File: src/logic/except_settings.svh
// Widths, reset values and debug stop bit positions of the exception unit, included by its RTL
`ifndef EXCEPT_SETTINGS_SVH
`define EXCEPT_SETTINGS_SVH

`define EXC_ADDR_W      32        // pc and data address width
`define EXC_SR_W        16        // status register and esr width
`define EXC_DSR_W       14        // debug stop register width
`define EXC_NUM_SRC     12        // number of exception requests

`define EXC_ESR_RESET   16'h8001  // esr after reset, supervisor mode set
`define EXC_SR_IEE_BIT  2         // interrupt enable in sr
`define EXC_IEE_DELAY   3         // depth of the iee delay line

// debug stop bit per request, bus error is shared by both sides
`define EXC_DSR_BUSERR  1
`define EXC_DSR_DPF     2
`define EXC_DSR_IPF     3
`define EXC_DSR_ALIGN   5
`define EXC_DSR_ILLEGAL 6
`define EXC_DSR_INT     7
`define EXC_DSR_DTLB    8
`define EXC_DSR_ITLB    9
`define EXC_DSR_RANGE   10
`define EXC_DSR_SYSCALL 11
`define EXC_DSR_TRAP    13

`endif

File: src/logic/except_pkg.sv
// Types shared by the exception unit modules, imported by each of them and by the testbench
`default_nettype none
`include "except_settings.svh"

package except_pkg;

  typedef logic [`EXC_ADDR_W-1:0]  addr_t;    // pc or data address
  typedef logic [`EXC_SR_W-1:0]    sr_t;      // status register contents
  typedef logic [`EXC_DSR_W-1:0]   dsr_t;     // debug stop register
  typedef logic [`EXC_NUM_SRC-1:0] src_vec_t; // one bit per request, msb wins

  // request positions in src_vec_t
  localparam int unsigned SRC_INT     = 11;
  localparam int unsigned SRC_ITLB    = 10;
  localparam int unsigned SRC_IMMU    = 9;
  localparam int unsigned SRC_IBUS    = 8;
  localparam int unsigned SRC_ILLEGAL = 7;
  localparam int unsigned SRC_ALIGN   = 6;
  localparam int unsigned SRC_DTLB    = 5;
  localparam int unsigned SRC_DMMU    = 4;
  localparam int unsigned SRC_DBUS    = 3;
  localparam int unsigned SRC_RANGE   = 2;
  localparam int unsigned SRC_TRAP    = 1;
  localparam int unsigned SRC_SYSCALL = 0;

  // instruction-side flag positions carried down the pipe
  localparam int unsigned IFLAG_IBUS = 2;
  localparam int unsigned IFLAG_ITLB = 1;
  localparam int unsigned IFLAG_IMMU = 0;

  typedef enum logic [3:0] {
    EXC_NONE    = 4'h0,
    EXC_BUSERR  = 4'h2,
    EXC_DPF     = 4'h3,
    EXC_IPF     = 4'h4,
    EXC_ALIGN   = 4'h6,
    EXC_ILLEGAL = 4'h7,
    EXC_INT     = 4'h8,
    EXC_DTLB    = 4'h9,
    EXC_ITLB    = 4'ha,
    EXC_RANGE   = 4'hb,
    EXC_SYSCALL = 4'hc,
    EXC_TRAP    = 4'he
  } exc_type_e;

  typedef enum logic [2:0] {
    IDLE, WAIT_FETCH, DRAIN1, DRAIN2, RESTART
  } flush_state_e;

  typedef struct packed {
    logic ibuserr;   // instruction bus error
    logic itlbmiss;  // instruction tlb miss
    logic immufault; // instruction mmu page fault
    logic dbuserr;   // data bus error
    logic dmmufault; // data mmu page fault
    logic dtlbmiss;  // data tlb miss
    logic align;     // misaligned access
    logic illegal;   // illegal instruction
    logic range;     // range exception
  } fault_sig_t;

  typedef struct packed {
    addr_t id_pc;
    addr_t ex_pc;
    addr_t wb_pc;
    logic  ex_dslot; // ex instruction sits in a delay slot
  } pipe_pcs_t;

  typedef struct packed {
    addr_t data;     // spr write data from the core
    logic  epcr_we;
    logic  eear_we;
    logic  esr_we;
  } spr_wr_t;

endpackage

`default_nettype wire

File: src/logic/except_pc_pipe.sv
// PC and instruction fault flag pipeline from decode to writeback, feeding the exception select
`default_nettype none

module except_pc_pipe (
  input  wire                   clk,
  input  wire                   rst,
  input  except_pkg::addr_t     if_pc_i,
  input  wire                   id_freeze_i,
  input  wire                   ex_freeze_i,
  input  wire                   wb_freeze_i,
  input  wire                   branch_taken_i,
  input  wire                   flushpipe_i,
  input  except_pkg::fault_sig_t faults_i,
  output except_pkg::pipe_pcs_t pcs_o,
  output logic [2:0]            ex_iflags_o
);
  import except_pkg::*;

  addr_t      id_pc;
  addr_t      ex_pc;
  addr_t      wb_pc;
  logic [2:0] id_flags; // {ibuserr, itlbmiss, immufault} of the id instruction
  logic [2:0] ex_flags;
  logic       ex_dslot;

  // decode stage
  always_ff @(posedge clk or posedge rst)
  begin
    if (rst)
    begin
      id_pc    <= '0;
      id_flags <= '0;
    end
    else if (flushpipe_i)
    begin
      id_pc    <= '0;           // squashed slot
      id_flags <= '0;
    end
    else if (!id_freeze_i)
    begin
      id_pc    <= if_pc_i;
      id_flags <= {faults_i.ibuserr, faults_i.itlbmiss, faults_i.immufault};
    end
  end

  // execute stage
  always_ff @(posedge clk or posedge rst)
  begin
    if (rst)
    begin
      ex_pc    <= '0;
      ex_flags <= '0;
      ex_dslot <= 1'b0;
    end
    else if (flushpipe_i)
    begin
      ex_pc    <= '0;
      ex_flags <= '0;
      ex_dslot <= 1'b0;
    end
    else if (!ex_freeze_i)
    begin
      ex_pc <= id_pc;
      if (id_freeze_i)
      begin
        ex_flags <= '0;         // bubble behind a stalled decode
        ex_dslot <= 1'b0;
      end
      else
      begin
        ex_flags <= id_flags;
        ex_dslot <= branch_taken_i; // instruction after a taken branch
      end
    end
  end

  // writeback stage, not cleared by a flush
  always_ff @(posedge clk or posedge rst)
  begin
    if (rst)
      wb_pc <= '0;
    else if (!wb_freeze_i)
      wb_pc <= ex_pc;
  end

  assign pcs_o.id_pc    = id_pc;
  assign pcs_o.ex_pc    = ex_pc;
  assign pcs_o.wb_pc    = wb_pc;
  assign pcs_o.ex_dslot = ex_dslot;
  assign ex_iflags_o    = ex_flags;

endmodule

`default_nettype wire

File: src/logic/except_detect.sv
// Exception request gathering with interrupt enable delay and debug stop masking
`default_nettype none
`include "except_settings.svh"

module except_detect (
  input  wire                    clk,
  input  wire                    rst,
  input  except_pkg::fault_sig_t faults_i,
  input  wire                    int_i,
  input  wire                    trap_i,
  input  wire                    syscall_i,
  input  except_pkg::sr_t        sr_i,
  input  wire                    sr_we_i,
  input  except_pkg::dsr_t       dsr_i,
  input  wire                    ex_freeze_i,
  input  wire                    branch_taken_i,
  input  wire                    ex_dslot_i,
  input  wire [2:0]              ex_iflags_i,
  output except_pkg::src_vec_t   trig_o,
  output logic                   abort_ex_o,
  output except_pkg::src_vec_t   except_stop_o
);
  import except_pkg::*;

  logic [`EXC_IEE_DELAY-1:0] iee_dly; // ones shift in while iee stays set
  logic                      int_pending;
  src_vec_t                  req;     // raw requests before debug masking
  src_vec_t                  dsr_mask;

  always_ff @(posedge clk or posedge rst)
  begin
    if (rst)
      iee_dly <= '0;
    else if (!sr_i[`EXC_SR_IEE_BIT])
      iee_dly <= '0;                  // restart the wait on every disable
    else
      iee_dly <= {iee_dly[`EXC_IEE_DELAY-2:0], 1'b1};
  end

  // no interrupt while ex is held, on a branch, in a delay slot or during an sr update
  assign int_pending = int_i & sr_i[`EXC_SR_IEE_BIT] & iee_dly[`EXC_IEE_DELAY-1] &
                       ~ex_freeze_i & ~branch_taken_i & ~ex_dslot_i & ~sr_we_i;

  always_comb
  begin
    req[SRC_INT]     = int_pending;
    req[SRC_ITLB]    = ex_iflags_i[IFLAG_ITLB];
    req[SRC_IMMU]    = ex_iflags_i[IFLAG_IMMU];
    req[SRC_IBUS]    = ex_iflags_i[IFLAG_IBUS];
    req[SRC_ILLEGAL] = faults_i.illegal;
    req[SRC_ALIGN]   = faults_i.align;
    req[SRC_DTLB]    = faults_i.dtlbmiss;
    req[SRC_DMMU]    = faults_i.dmmufault;
    req[SRC_DBUS]    = faults_i.dbuserr;
    req[SRC_RANGE]   = faults_i.range;
    req[SRC_TRAP]    = trap_i & ~ex_freeze_i;    // only once the instruction leaves ex
    req[SRC_SYSCALL] = syscall_i & ~ex_freeze_i;
  end

  always_comb
  begin
    dsr_mask[SRC_INT]     = dsr_i[`EXC_DSR_INT];
    dsr_mask[SRC_ITLB]    = dsr_i[`EXC_DSR_ITLB];
    dsr_mask[SRC_IMMU]    = dsr_i[`EXC_DSR_IPF];
    dsr_mask[SRC_IBUS]    = dsr_i[`EXC_DSR_BUSERR]; // shared with the data side
    dsr_mask[SRC_ILLEGAL] = dsr_i[`EXC_DSR_ILLEGAL];
    dsr_mask[SRC_ALIGN]   = dsr_i[`EXC_DSR_ALIGN];
    dsr_mask[SRC_DTLB]    = dsr_i[`EXC_DSR_DTLB];
    dsr_mask[SRC_DMMU]    = dsr_i[`EXC_DSR_DPF];
    dsr_mask[SRC_DBUS]    = dsr_i[`EXC_DSR_BUSERR];
    dsr_mask[SRC_RANGE]   = dsr_i[`EXC_DSR_RANGE];
    dsr_mask[SRC_TRAP]    = dsr_i[`EXC_DSR_TRAP];
    dsr_mask[SRC_SYSCALL] = dsr_i[`EXC_DSR_SYSCALL];
  end

  assign trig_o        = req & ~dsr_mask; // handled as exceptions
  assign except_stop_o = req & dsr_mask;  // handed to the debug unit instead

  // kill the ex instruction on data-side faults and illegal opcodes
  assign abort_ex_o = faults_i.dbuserr | faults_i.dmmufault | faults_i.dtlbmiss |
                      faults_i.align | faults_i.illegal;

endmodule

`default_nettype wire

File: src/logic/except_select.sv
// Priority encoder picking the winning exception and its EPCR and EEAR values
`default_nettype none

module except_select (
  input  except_pkg::src_vec_t  trig_i,
  input  except_pkg::pipe_pcs_t pcs_i,
  input  except_pkg::addr_t     lsu_addr_i,
  output except_pkg::exc_type_e type_o,
  output except_pkg::addr_t     epcr_o,
  output except_pkg::addr_t     eear_o,
  output logic                  eear_load_o
);
  import except_pkg::*;

  addr_t id_slot_pc; // restart at id unless the fault sits in a delay slot
  addr_t ex_slot_pc; // restart at ex unless the fault sits in a delay slot

  assign id_slot_pc = pcs_i.ex_dslot ? pcs_i.wb_pc : pcs_i.id_pc;
  assign ex_slot_pc = pcs_i.ex_dslot ? pcs_i.wb_pc : pcs_i.ex_pc;

  always_comb
  begin
    type_o      = EXC_NONE;
    epcr_o      = ex_slot_pc;  // most requests restart the ex instruction
    eear_o      = lsu_addr_i;
    eear_load_o = 1'b0;
    if (trig_i[SRC_INT])
    begin
      type_o = EXC_INT;
      epcr_o = id_slot_pc;
    end
    else if (trig_i[SRC_ITLB])
    begin
      type_o      = EXC_ITLB;
      eear_o      = pcs_i.ex_pc;
      eear_load_o = 1'b1;
    end
    else if (trig_i[SRC_IMMU])
    begin
      type_o      = EXC_IPF;
      epcr_o      = id_slot_pc;
      eear_o      = pcs_i.ex_dslot ? pcs_i.ex_pc : pcs_i.id_pc;
      eear_load_o = 1'b1;
    end
    else if (trig_i[SRC_IBUS])
    begin
      type_o      = EXC_BUSERR;
      eear_o      = ex_slot_pc;
      eear_load_o = 1'b1;
    end
    else if (trig_i[SRC_ILLEGAL])
    begin
      type_o      = EXC_ILLEGAL;
      eear_o      = pcs_i.ex_pc;
      eear_load_o = 1'b1;
    end
    else if (trig_i[SRC_ALIGN])
    begin
      type_o      = EXC_ALIGN;
      eear_load_o = 1'b1;      // faulting data address
    end
    else if (trig_i[SRC_DTLB])
    begin
      type_o      = EXC_DTLB;
      eear_load_o = 1'b1;
    end
    else if (trig_i[SRC_DMMU])
    begin
      type_o      = EXC_DPF;
      eear_load_o = 1'b1;
    end
    else if (trig_i[SRC_DBUS])
    begin
      type_o      = EXC_BUSERR; // same vector as the instruction side
      eear_load_o = 1'b1;
    end
    else if (trig_i[SRC_RANGE])
    begin
      type_o = EXC_RANGE;
      epcr_o = id_slot_pc;
    end
    else if (trig_i[SRC_TRAP])
      type_o = EXC_TRAP;
    else if (trig_i[SRC_SYSCALL])
    begin
      type_o = EXC_SYSCALL;
      epcr_o = id_slot_pc;     // return past the syscall
    end
  end

endmodule

`default_nettype wire

File: src/logic/except_ctrl.sv
// Flush state machine and exception SPRs with software write access
`default_nettype none
`include "except_settings.svh"

module except_ctrl (
  input  wire                   clk,
  input  wire                   rst,
  input  except_pkg::src_vec_t  trig_i,
  input  except_pkg::exc_type_e type_i,
  input  except_pkg::addr_t     epcr_i,
  input  except_pkg::addr_t     eear_i,
  input  wire                   eear_load_i,
  input  wire                   pc_we_i,
  input  except_pkg::sr_t       sr_i,
  input  except_pkg::sr_t       to_sr_i,
  input  wire                   sr_we_i,
  input  except_pkg::spr_wr_t   spr_wr_i,
  input  wire                   icpu_ack_i,
  input  wire                   icpu_err_i,
  input  wire                   genpc_freeze_i,
  input  wire                   if_stall_i,
  input  wire                   id_freeze_i,
  output logic                  flushpipe_o,
  output logic                  extend_flush_o,
  output except_pkg::exc_type_e except_type_o,
  output logic                  except_start_o,
  output logic                  except_started_o,
  output except_pkg::addr_t     epcr_o,
  output except_pkg::addr_t     eear_o,
  output except_pkg::sr_t       esr_o
);
  import except_pkg::*;

  flush_state_e state;
  exc_type_e    type_q;
  logic         extend_flush;
  logic         except_flushpipe; // new exception accepted this cycle
  addr_t        epcr_q;
  addr_t        eear_q;
  sr_t          esr_q;

  assign except_flushpipe = (|trig_i) & (state == IDLE);
  assign flushpipe_o      = except_flushpipe | pc_we_i | extend_flush;
  assign except_start_o   = (type_q != EXC_NONE) & extend_flush;
  assign except_started_o = extend_flush & except_start_o;

  always_ff @(posedge clk or posedge rst)
  begin
    if (rst)
    begin
      state        <= IDLE;
      type_q       <= EXC_NONE;
      extend_flush <= 1'b0;
      epcr_q       <= '0;
      eear_q       <= '0;
      esr_q        <= `EXC_ESR_RESET;
    end
    else
    begin
      case (state)
        IDLE:
        begin
          if (except_flushpipe)
          begin
            state        <= WAIT_FETCH;
            extend_flush <= 1'b1;
            type_q       <= type_i;
            epcr_q       <= epcr_i;
            esr_q        <= sr_we_i ? to_sr_i : sr_i; // sr as it would be after ex
            if (eear_load_i)
              eear_q <= eear_i;
          end
          else if (pc_we_i)
          begin
            state        <= WAIT_FETCH; // pc write refetches without a vector
            extend_flush <= 1'b1;
          end
          else
          begin
            if (spr_wr_i.epcr_we)
              epcr_q <= spr_wr_i.data;
            if (spr_wr_i.eear_we)
              eear_q <= spr_wr_i.data;
            if (spr_wr_i.esr_we)
              esr_q <= {1'b1, spr_wr_i.data[`EXC_SR_W-2:0]}; // sm bit stays set
          end
        end
        WAIT_FETCH:
        begin
          if (icpu_ack_i | icpu_err_i | genpc_freeze_i)
            state <= DRAIN1;            // handler fetch answered
        end
        DRAIN1:
        begin
          if (type_q == EXC_TRAP)
          begin
            state        <= IDLE;       // trap goes straight back
            extend_flush <= 1'b0;
            type_q       <= EXC_NONE;
          end
          else
            state <= DRAIN2;
        end
        DRAIN2:
        begin
          state        <= RESTART;
          extend_flush <= 1'b0;
        end
        RESTART:
        begin
          if (!if_stall_i && !id_freeze_i)
          begin
            state  <= IDLE;
            type_q <= EXC_NONE;
          end
        end
        default:
          state <= IDLE;
      endcase
    end
  end

  assign extend_flush_o = extend_flush;
  assign except_type_o  = type_q;
  assign epcr_o         = epcr_q;
  assign eear_o         = eear_q;
  assign esr_o          = esr_q;

endmodule

`default_nettype wire

File: src/logic/except_top.sv
// Exception unit top level connecting the PC pipe, request detector, selector and flush control
`default_nettype none

module except_top (
  input  wire                    clk,
  input  wire                    rst,
  input  except_pkg::addr_t      if_pc_i,
  input  wire                    id_freeze_i,
  input  wire                    ex_freeze_i,
  input  wire                    wb_freeze_i,
  input  wire                    if_stall_i,
  input  wire                    genpc_freeze_i,
  input  wire                    branch_taken_i,
  input  except_pkg::fault_sig_t faults_i,
  input  wire                    int_i,
  input  wire                    trap_i,
  input  wire                    syscall_i,
  input  except_pkg::sr_t        sr_i,
  input  except_pkg::sr_t        to_sr_i,
  input  wire                    sr_we_i,
  input  except_pkg::dsr_t       du_dsr_i,
  input  except_pkg::addr_t      lsu_addr_i,
  input  wire                    pc_we_i,
  input  except_pkg::spr_wr_t    spr_wr_i,
  input  wire                    icpu_ack_i,
  input  wire                    icpu_err_i,
  output logic                   flushpipe_o,
  output logic                   extend_flush_o,
  output except_pkg::exc_type_e  except_type_o,
  output logic                   except_start_o,
  output logic                   except_started_o,
  output except_pkg::src_vec_t   except_stop_o,
  output logic                   abort_ex_o,
  output except_pkg::addr_t      epcr_o,
  output except_pkg::addr_t      eear_o,
  output except_pkg::sr_t        esr_o
);
  import except_pkg::*;

  pipe_pcs_t  pcs;       // stage pcs and delay slot marker
  logic [2:0] ex_iflags;
  src_vec_t   trig;
  exc_type_e  sel_type;
  addr_t      sel_epcr;
  addr_t      sel_eear;
  logic       sel_eear_load;

  except_pc_pipe u_pc_pipe (
    .clk, .rst, .if_pc_i, .id_freeze_i, .ex_freeze_i, .wb_freeze_i, .branch_taken_i,
    .flushpipe_i (flushpipe_o), .faults_i, .pcs_o (pcs), .ex_iflags_o (ex_iflags)
  );

  except_detect u_detect (
    .clk, .rst, .faults_i, .int_i, .trap_i, .syscall_i, .sr_i, .sr_we_i,
    .dsr_i (du_dsr_i), .ex_freeze_i, .branch_taken_i, .ex_dslot_i (pcs.ex_dslot),
    .ex_iflags_i (ex_iflags), .trig_o (trig), .abort_ex_o, .except_stop_o
  );

  except_select u_select (
    .trig_i (trig), .pcs_i (pcs), .lsu_addr_i, .type_o (sel_type),
    .epcr_o (sel_epcr), .eear_o (sel_eear), .eear_load_o (sel_eear_load)
  );

  except_ctrl u_ctrl (
    .clk, .rst, .trig_i (trig), .type_i (sel_type), .epcr_i (sel_epcr),
    .eear_i (sel_eear), .eear_load_i (sel_eear_load), .pc_we_i, .sr_i, .to_sr_i,
    .sr_we_i, .spr_wr_i, .icpu_ack_i, .icpu_err_i, .genpc_freeze_i, .if_stall_i,
    .id_freeze_i, .flushpipe_o, .extend_flush_o, .except_type_o, .except_start_o,
    .except_started_o, .epcr_o, .eear_o, .esr_o
  );

endmodule

`default_nettype wire

File: config.mk
export PLATFORM = sky130hd
export DESIGN_NAME = except_top
export DESIGN_NICKNAME = d
export VERILOG_FILES = /design/src/logic/except_pkg.sv /design/src/logic/except_pc_pipe.sv /design/src/logic/except_detect.sv /design/src/logic/except_select.sv /design/src/logic/except_ctrl.sv /design/src/logic/except_top.sv
export VERILOG_INCLUDE_DIRS = /design/src /design/src/logic
export SDC_FILE = /design/constraint.sdc
export NUM_CORES = 1
export LEC_CHECK = 0
export BUFFER_PORTS_ARGS = -buffer_cell sky130_fd_sc_hd__clkbuf_2
export CAP_MARGIN = 40
export CORE_MARGIN = 2
export CORE_UTILIZATION = 58
export DETAILED_ROUTE_END_ITERATION = 12
export MAX_ROUTING_LAYER = met4
export PLACE_DENSITY = 0.9
export SYNTH_ARGS = -nofsm -noshare
export SYNTH_HDL_FRONTEND = slang
export SYNTH_SLANG_ARGS = --single-unit
export TNS_END_PERCENT = 50
File: constraint.sdc
create_clock -name clk -period 14.3 [get_ports clk]
set_input_delay 0 -clock clk [delete_from_list [all_inputs] [get_ports clk]]
set_output_delay 0 -clock clk [all_outputs]
set_load 0.02 [all_outputs]
==> Word level (Yosys, flattened, before mapping) <==
Cells that the tools add are included.
{ "op_classes": {"reduce_logical": 17, "eq_ne": 14, "muxes": 79, "n_bitwise": 26} }
{ "op_table": {"columns": ["cell", "n"], "rows": [
  ["32-bit 2-to-1 mux", 31],
  ["16-bit 2-to-1 mux", 4],
  ["4-bit 2-to-1 mux", 15],
  ["3-bit 2-to-1 mux", 10],
  ["12-bit AND", 2],
  ["1-bit 2-to-1 mux", 15],
  ["3-bit case mux with 5 select lines", 1],
  ["2-bit by 1-bit inequality test with 1-bit output (second input constant)", 7],
  ["12-bit inverter", 1],
  ["4-bit case mux with 3 select lines", 1],
  ["3-bit AND reduction", 4],
  ["12-bit OR reduction", 1],
  ["1-bit AND", 11],
  ["1-bit OR", 8],
  ["4-bit AND reduction", 2],
  ["3-bit by 2-bit == test with 1-bit output (second input constant)", 2],
  ["2-bit nonzero test", 3],
  ["3-bit nonzero test", 2],
  ["4-bit == test (second input constant)", 1],
  ["1-bit inverter", 4],
  ["4-bit nonzero test", 1],
  ["3-bit by 1-bit == test with 1-bit output (second input constant)", 1],
  ["3-bit == test (second input constant)", 1],
  ["3-bit logical NOT", 1],
  ["6 further kinds", 7]
]} }
{ "totals": {"ff_bits": 194, "output_inout_bits": 101, "word_cells": 149} }

==> Depth between registers and ports, before layout <==
Gate-level depths: netlist (run 1).
{ "depth": {"ltp_word": 21, "ltp_mapped": 9, "mapped_depth_nobuf": 6} }

==> Modules after synthesis <==
Synthesis (run 1) repeated with hierarchy kept, for this count alone.
{ "unflattened": {"hier_cells": 1065, "area_unflattened_um2": 11173.2} }
{ "by_module_without_submodules": {"columns": ["mod", "area_each_um2", "cells_each", "seq_area_each_um2", "n_inst"], "rows": [
  ["except_pc_pipe", 4290.4, 300, 2577.5, 1],
  ["except_ctrl", 4284.1, 393, 2204.6, 1],
  ["except_select", 2303.5, 336, 0.0, 1],
  ["except_detect", 295.3, 36, 75.1, 1]
]} }

==> Least setup slack after synthesis (run 1) <==
OpenSTA, ideal clock, no wires.
{ "synth_timing": {"path_type": "register -> register", "start": "reg u_pc_pipe.ex_flags[0], in the netlist u_pc_pipe.ex_iflags_o[0]", "end": "reg u_pc_pipe.ex_pc[4]", "stages_incl_launch_ff": 10, "setup_time_ps": 73, "arrival_time_ps": 2428, "period_less_slack_ps": 2501, "slack_ps": 11799, "path_cell_list": "dfrtp_1 > nor2b_1 > clkbuf_1 > or3_1 > nor4b_4 > a21oi_2 > or3_1 > clkbuf_1 > buf_2 > nor2_1"} }
{ "synth_between": {"elab_chain_len": 6, "word_cells_on_any_way": 7, "classes_between": "1 x eq/ne; 1 x mux; 4 x bitwise; 1 x reduce/logical"} }
{ "synth_rtl": {"columns": ["item", "line", "text"], "rows": [
  ["start, declared", "except_pc_pipe.sv:23", "logic [2:0] ex_flags;"],
  ["start signal, assigned", "except_pc_pipe.sv:71", "ex_flags <= id_flags;"],
  ["12-bit AND *", "except_detect.sv:76", "assign trig_o = req & ~dsr_mask;"],
  ["12-bit OR reduction *", "except_ctrl.sv:42", "assign except_flushpipe = (|trig_i) & (state == IDLE);"],
  ["1-bit AND *", "except_ctrl.sv:42", null],
  ["1-bit OR * (2 in a row)", "except_ctrl.sv:43", "assign flushpipe_o = except_flushpipe | pc_we_i | extend_flush;"],
  ["named net flushpipe_o", "except_top.sv:27", "output logic flushpipe_o,"],
  ["2-bit by 1-bit inequality test with 1-bit output (no source line) / 32-bit 2-to-1 mux (equally long branches)", null, null],
  ["end signal, assigned", "except_pc_pipe.sv:63", "ex_pc <= id_pc;"],
  ["end, declared", "except_pc_pipe.sv:20", "addr_t ex_pc;"]
]} }
Mark *: on every way through the listed nets, which the timed path passes. The rest lies on a longest branch.
A chain may end at the register's enable or synchronous reset.

==> Worst setup path in the final report (run 1) <==
{ "layout_timing": {"start": "reg u_ctrl.state[0]", "end": "reg u_ctrl.epcr_q[23], in the netlist u_ctrl.epcr_o[23]"} }
{ "layout_between": {"elab_chain_len": 4, "word_cells_on_any_way": 6, "classes_between": "1 x eq/ne; 1 x mux; 1 x bitwise; 3 x reduce/logical"} }
{ "layout_rtl": {"columns": ["item", "line", "text"], "rows": [
  ["start, declared", "except_ctrl.sv:34", "flush_state_e state;"],
  ["start signal, assigned", "except_ctrl.sv:51", "state <= IDLE;"],
  ["start signal, assigned", "except_ctrl.sv:65", "state <= WAIT_FETCH;"],
  ["start signal, assigned", "except_ctrl.sv:75", "state <= WAIT_FETCH;"],
  ["3-bit logical NOT *", "except_ctrl.sv:42, except_ctrl.sv:60", null],
  ["1-bit AND", "except_ctrl.sv:42", null],
  ["2-bit by 1-bit inequality test with 1-bit output (no source line) / 2-bit nonzero test (equally long branches)", null, null],
  ["3-bit AND reduction (no source line)", null, null],
  ["end signal, assigned", "except_ctrl.sv:68", "epcr_q <= epcr_i;"],
  ["end signal, assigned", "except_ctrl.sv:81", "epcr_q <= spr_wr_i.data;"],
  ["end, declared", "except_ctrl.sv:38", "addr_t epcr_q;"]
]} }
Mark *: on every way between the ends. The rest lies on a longest branch, timed or not.

==> reports/results.tsv, run 1 <==
metric	value	unit
reg2reg path depth	9	
largest net degree at the start of global routing	121	
Final Max Tran Viols	0	
worst hold path class	in -> reg	
Final Cycle Share	26.93	%
Max Buffers Root-to-Sink	2	
gr usage total	38.94	%
DR iter-0 viols	1309	
worst skew pair latency	440	ps
die height	140.9	um
CTS Sinks	194	
die area	0.01985	mm^2
Synth Flop Type	dfrtp_1	
initial antenna violation count	4	
Final nets	1532	
post-layout util	76.43	%
unrepaired setup endpoints after global routing	no	
EDFF count, synth	0	
Final min period	3852	ps
max cap viols	0	
register area share after synthesis	44.69	%
vias per inst	6.615	
post-route ant nets	0	
share of layout cells above drive strength 1	32.34	%
overall power	0.002185	W
Worst Skew	13.60	ps
CTS Root Cell	clkbuf_16	
maximum clock frequency	0.2596	GHz
CTS tree	built	
Final Hold Slack	23.12	ps
Initial Util	58.70	%
DRC violations left	0	
Avg WL per Cell	23.53	um
slew of the pin with the lowest slew margin	907.7	ps
dominant cell type by area after synthesis	dfrtp_1	
P&R area growth vs syn	30.22	%
post-detail-place hpwl	22590	um
H-tree levels	4	
Synth Cell Area	0.01087	mm^2
via count of the routed design	10676	
CP endpoint kind	flop	
Leak	6.904	nW
Worst EP required	14570	ps
hold path endpoint	u_pc_pipe.ex_dslot	
Die X	140.9	um
top post-synthesis cells by area	dfrtp_1, mux2i_1, mux2_2, nor2_1, o221a_2	
Final WS setup	10450	ps
DRT Pass-1 Iters	5	
pwr dens	154.4	mW/mm^2
Final setup viols	0	
Max FO, Critical Path	53	
Ys Warns	0	
Buffers on Ports	266	
reg-to-reg startpoint	u_ctrl.state[0]	
CP arrival	4120	ps
setup total negative slack	0	ps
first-pass GRT wire length	58700	um
CTS buffer count	17	
Seq cells post-synth	194	
PostCTS Resize Cnt	0	
vias in the first global route	10680	
Netlist cell types	53	
# rows	50	
R2R setup slack	10450	ps
Hold Path Stages	4	
clock-pin slew on the worst setup and hold paths	80	ps
fillers	1142	
routability cong.	0.9212	
Post-synth ARST share	100.0	%
Peak VDD IR	93.25	uV
Fin. Hold Viols	0	
critical path class	reg -> reg	
cell count after synthesis	1045	
Core ar.	0.01852	mm^2
Synth top area share	44.20	%
CP Launch Type	flop	
Post-Syn Area per Cell	10.40	um^2
I/O pins	270	
total gr overflow	0	
max_slew headroom	39.27	%
Routed WL	37970	um
Worst R2R End	u_ctrl.epcr_o[23]	
Hold Startpoint	branch_taken_i	
status	completed	
worst slack at placement	10600	ps
post-synth net total	1214	
[repair_timing]
item | in CTS | in global routing
endpoints found under the hold margin | 205 | 0
hold buffers | 100 | 0
buffers inserted | 0 | 0
setup endpoints to repair | 0 | 0
[logic make-up (layout without fill, tap and decap cells)]
logic type,count (synthesis),in the layout,share of synthesized area [%]
simple gates,282,282,12.06
compound gates,237,237,17.12
mux,236,236,22.61
flops,194,194,44.69
buf+inv,96,427,3.522
other cells,0,4,0
[cell usage in the layout (no fill, tap or decap), types with 4 or more instances in the layout]
cell type      count
a2111oi_0         13
nor2_1           139
o221a_2           32
diode_2            4
nand2_1           45
mux2i_1          160
a21oi_1           23
a2bb2oi_1         32
clkbuf_2         266
a2111oi_1          9
and2_1            11
a211oi_1          15
nor3b_1            5
o211a_1           20
o22ai_1           44
nand2b_1          14
o21ai_0           28
nor3_1            25
clkbuf_8           4
buf_4             14
clkbuf_1           4
or3_1              5
dfrtp_1          191
buf_16             6
mux2_2            76
dlygate4sd3_1    100
clkbuf_16         17
and3_1            16
[state kept, by name (all words and copies together), names as in the netlist]
name	flops
u_ctrl.eear_o	32
u_ctrl.epcr_o	32
u_ctrl.esr_o	16
u_ctrl.except_type_o	4
u_ctrl.extend_flush_o	1
u_ctrl.state	3
u_detect.iee_dly	3
u_pc_pipe.ex_dslot	1
u_pc_pipe.ex_iflags_o	3
u_pc_pipe.ex_pc	32
u_pc_pipe.id_flags	3
u_pc_pipe.id_pc	32
u_pc_pipe.wb_pc	32
[worst max path at each step]
| stage | start | to | slack, ps |
|---|---|---|---|
| after floorplan | rst | u_ctrl.eear_o[0] | 9020 |
| after global placement | u_ctrl.state[0] | u_ctrl.epcr_o[11] | 10470 |
| after detailed placement | u_ctrl.state[0] | u_ctrl.epcr_o[22] | 10600 |
| after CTS | u_ctrl.state[0] | u_ctrl.epcr_o[15] | 10560 |
| after global routing | u_ctrl.state[0] | u_ctrl.epcr_o[23] | 10080 |
| final | u_ctrl.state[0] | u_ctrl.epcr_o[23] | 10450 |
[cell usage after synthesis (all sizes together), types with 22 or more instances]
cell	n
a2111oi	22
a21oi	25
a2bb2oi	32
buf	22
clkbuf	70
dfrtp	192
mux2	76
mux2i	160
nand2	46
nor2	140
nor3	25
o21ai	28
o221a	32
o22ai	44
[per-layer routing]
layer | vias to the layer above | wire, um | GRT usage [%] | part of all wire (%)
li1 | 4526 | - | - | -
met1 | 5153 | 14560 | 49.00 | 38
met2 | 792 | 17650 | 60.00 | 46
met3 | 205 | 3804 | 8.288 | 10
met4 | 0 | 1954 | 19.68 | 5.1
met5 | - | 0 | - | 0
[where the power goes]
group / internal [W] / switching [W] / total (W)
clock network: 0.000278 / 0.000218 / 0.000496
logic: 0.000368 / 0.000543 / 0.000911
registers: 0.000681 / 0.0000982 / 0.000779
[final cells by class]
cell class / instances / area [um^2] / area share [%]
multi-input cells: 755 / 5702 / 40.28
flip-flops and latches: 194 / 4861 / 34.34
repair buffers: 391 / 2673 / 18.88
clock buffers: 25 / 495.5 / 3.501
well taps: 234 / 292.8 / 2.069
clock inverters: 7 / 97.59 / 0.6895
inverters: 4 / 22.52 / 0.1591
diodes: 4 / 10.01 / 0.07072
[metrics by stage]
step	cell area (um^2)	std cells
finish	14150	1614
global route	14150	1613
CTS	14140	1610
detailed placement	12550	1478
global placement	12310	1467
floorplan	10870	1045
[worst max-delay path, cell delays in order (launching register included)]
cell,delay [ps]
dfrtp_1,460
or3_1,520
buf_8,220
nor2_1,700
nand2_2,80
buf_4,350
a31oi_2,510
buf_4,350
nor2_1,60
a2111oi_0,420
Power figures use the tool's default switching activity.
==> run 2, diff against run 1 <==
ABC_AREA = 1   (was unset)
CORE_UTILIZATION = 55   (was 58)
PLACE_DENSITY = 0.85   (was 0.9)
clock period = 3.8 ns   (was 14.3 ns; I/O delays follow)
==> run 2 against run 1 <==
  * Final cell count grew 49%
  * Critical path depth up 3
  * Worst hold slack better by 5.8 ps
  * Worst setup slack worse by 10000 ps
  * Design area rose by 5.7%
  * Wire length grew 5.5%
  * Register-to-register slack got worse by 10000 ps
  * Global-route usage shrank 2.8 points
==> reports/results.tsv, run 2 <==
metric	value	unit
vias per inst	5.583	
post-detail-place hpwl	26890	um
critical path class	reg -> reg	
postcts setup bufs	0	
worst hold path class	in -> reg	
cell count after synthesis	1825	
Synth Flop Type	dfrtp_1	
max cap viols	0	
slew of the pin with the lowest slew margin	907.7	ps
CP max-delay cell	dfrtp_4	
Final nets	2282	
Core ar.	0.02162	mm^2
Hold Path Stages	7	
CTS Root Cell	clkbuf_16	
die area	0.02303	mm^2
Diodes inserted	0	
most common cell after layout, fill and taps aside	nand2_1	
Netlist cell types	31	
max_slew headroom	39.49	%
Post-synth ARST share	100.0	%
CP endpoint kind	flop	
Final setup viols	0	
Buffers on Ports	266	
# rows	54	
first-pass GRT wire length	63130	um
post-route ant nets	0	
Leak	7.643	nW
P&R area growth vs syn	24.52	%
initial antenna violation count	0	
Seq cells post-synth	194	
Final Max Tran Viols	0	
Synth Cell Area	0.01201	mm^2
pwr dens	573.2	mW/mm^2
setup total negative slack	0	ps
Initial Util	55.55	%
R2R setup slack	430	ps
Flop pwr share	33.7	%
DRC violations left	0	
total gr overflow	0	
Final Cycle Share	88.77	%
DR iter-0 viols	1518	
Hold Startpoint	lsu_addr_i[22]	
H-tree levels	4	
CTS Sinks	194	
reg2reg path depth	12	
dominant cell type by area after synthesis	dfrtp_1	
worst skew pair latency	440	ps
top post-synthesis cells by area	dfrtp_1, nand2_1, nand3_1, a21oi_1, inv_1	
vias in the first global route	12431	
Avg WL per Cell	16.65	um
Top delay family on crit path	buffers and inverters	
unrepaired setup endpoints after global routing	no	
Routed WL	40050	um
status	completed	
Worst EP required	4180	ps
hold path endpoint	u_ctrl.eear_o[22]	
count leader, synth	nand2_1	
fillers	1881	
maximum clock frequency	0.2965	GHz
share of layout cells above drive strength 1	17.40	%
Synth top area share	40.00	%
Placed Area	0.01344	mm^2
final instance area	0.01496	mm^2
Sw Ratio	43.45	%
register area share after synthesis	40.44	%
Final min period	3373	ps
CTS tree	built	
die height	151.8	um
Worst Path Buf+Inv	4	
Ys Warns	0	
CP arrival	3760	ps
reg-to-reg startpoint	u_pc_pipe.ex_dslot	
clock share of power	22.0	%
Worst R2R End	u_ctrl.esr_o[3]	
EDFF count, synth	0	
Int Power	0.004847	W
CTS buffer count	17	
I/O pins	270	
CP Cell Sequence	inv_1 -> nand3b_1 -> nor2_1 -> a21oi_1 -> nand2_2 -> nand2_4 -> buf_4 -> nand2_2 -> inv_1 -> nand2_1 -> o211ai_1 -> dlygate4sd3_1	
Post-Syn Area per Cell	6.581	um^2
most frequent cells in the layout	nand2_1, clkbuf_2, nand3_1, a21oi_1, dfrtp_1	
Final Hold Slack	28.90	ps
Max Buffers Root-to-Sink	2	
commonest cells in the synthesized netlist	nand2_1, nand3_1, dfrtp_1, a21oi_1, inv_1	
slowest cell delay on critical path	640	ps
post-synth net total	1994	
clock-pin slew on the worst setup and hold paths	80	ps
via count of the routed design	13432	
Peak VDD IR	306.1	uV
Gate power share	44.3	%
DRT Pass-1 Iters	6	
CP Launch Type	flop	
Max FO, Critical Path	61	
gr usage total	36.16	%
Fin. Hold Viols	0	
routability cong.	0.9390	
Worst Skew	10.15	ps
largest net degree at the start of global routing	154	
Die X	151.8	um
Net Sw Power	0.003725	W
==> run 2: cell families (layout without fill, tap and decap cells) <==
group	after synthesis	after routing	synth area share, %
simple gates	998	998	33.93
compound gates	320	320	13.92
buf+inv	298	599	10.31
flops	194	194	40.44
mux	15	15	1.396
==> run 2: worst max-delay path by stage <==
stage	slack, ps	end	cells after the start	startpoint
finish	430	u_ctrl.esr_o[3]	12	u_pc_pipe.ex_dslot
global route	250	u_ctrl.esr_o[3]	12	u_pc_pipe.ex_dslot
CTS	340	u_ctrl.esr_o[3]	12	u_pc_pipe.ex_dslot
detailed placement	880	u_ctrl.esr_o[3]	11	u_pc_pipe.ex_dslot
global placement	1020	u_ctrl.esr_o[5]	11	u_pc_pipe.ex_dslot
floorplan	1300	u_ctrl.eear_o[0]	1	rst
==> run 2: power by group through the flow <==
| stage | clock network [W] | logic (W) | registers (W) |
|---|---|---|---|
| finish | 0.00189 | 0.00379 | 0.00289 |
| global route | 0.00198 | 0.00415 | 0.00294 |
| CTS | 0.00190 | 0.00370 | 0.00288 |
| detailed placement | 0 | 0.00345 | 0.00292 |
| global placement | 0 | 0.00335 | 0.00291 |
| floorplan | 0 | 0.00190 | 0.00339 |
==> run 2: final cells by class <==
cell class	count	area (um^2)	area share, %
Multi-Input combinational cell	1333	5932	39.66
Sequential cell	194	4861	32.50
Timing Repair Buffer	386	2525	16.88
Inverter	181	683.2	4.568
Clock buffer	18	439.2	2.936
Tap cell	280	350.3	2.343
Clock inverter	14	165.2	1.104
==> run 2: what timing repair did <==
item,CTS,global route
setup endpoints to repair,0,4
gates resized for setup,0,1
endpoints found under the hold margin,315,0
hold buffers,91,0
==> run 2: routing by layer <==
| layer | global-route usage [%] | wire length (um) |
|---|---|---|
| met1 | 45.92 | 15710 |
| met2 | 53.72 | 17600 |
| met3 | 8.593 | 4754 |
| met4 | 19.35 | 1990 |
| met5 | - | 0 |
==> run 2: worst min-delay path, delay by kind of cell <==
kind                   cells  cell delay (ps)
AND/OR/NAND/NOR            5              330
buffers and inverters      2              120
==> run 2: per-stage QoR <==
step / setup slack (ps) / cells / utilization, % / power, W
floorplan: 1297 / 1825 / - / 0.005297
global placement: 1017 / 2280 / 61.86 / 0.006266
detailed placement: 877.6 / 2283 / 62.15 / 0.006366
CTS: 338.0 / 2406 / 69.16 / 0.008485
global route: 248.7 / 2406 / 69.17 / 0.009075
finish: 426.8 / 2406 / 69.17 / 0.008572
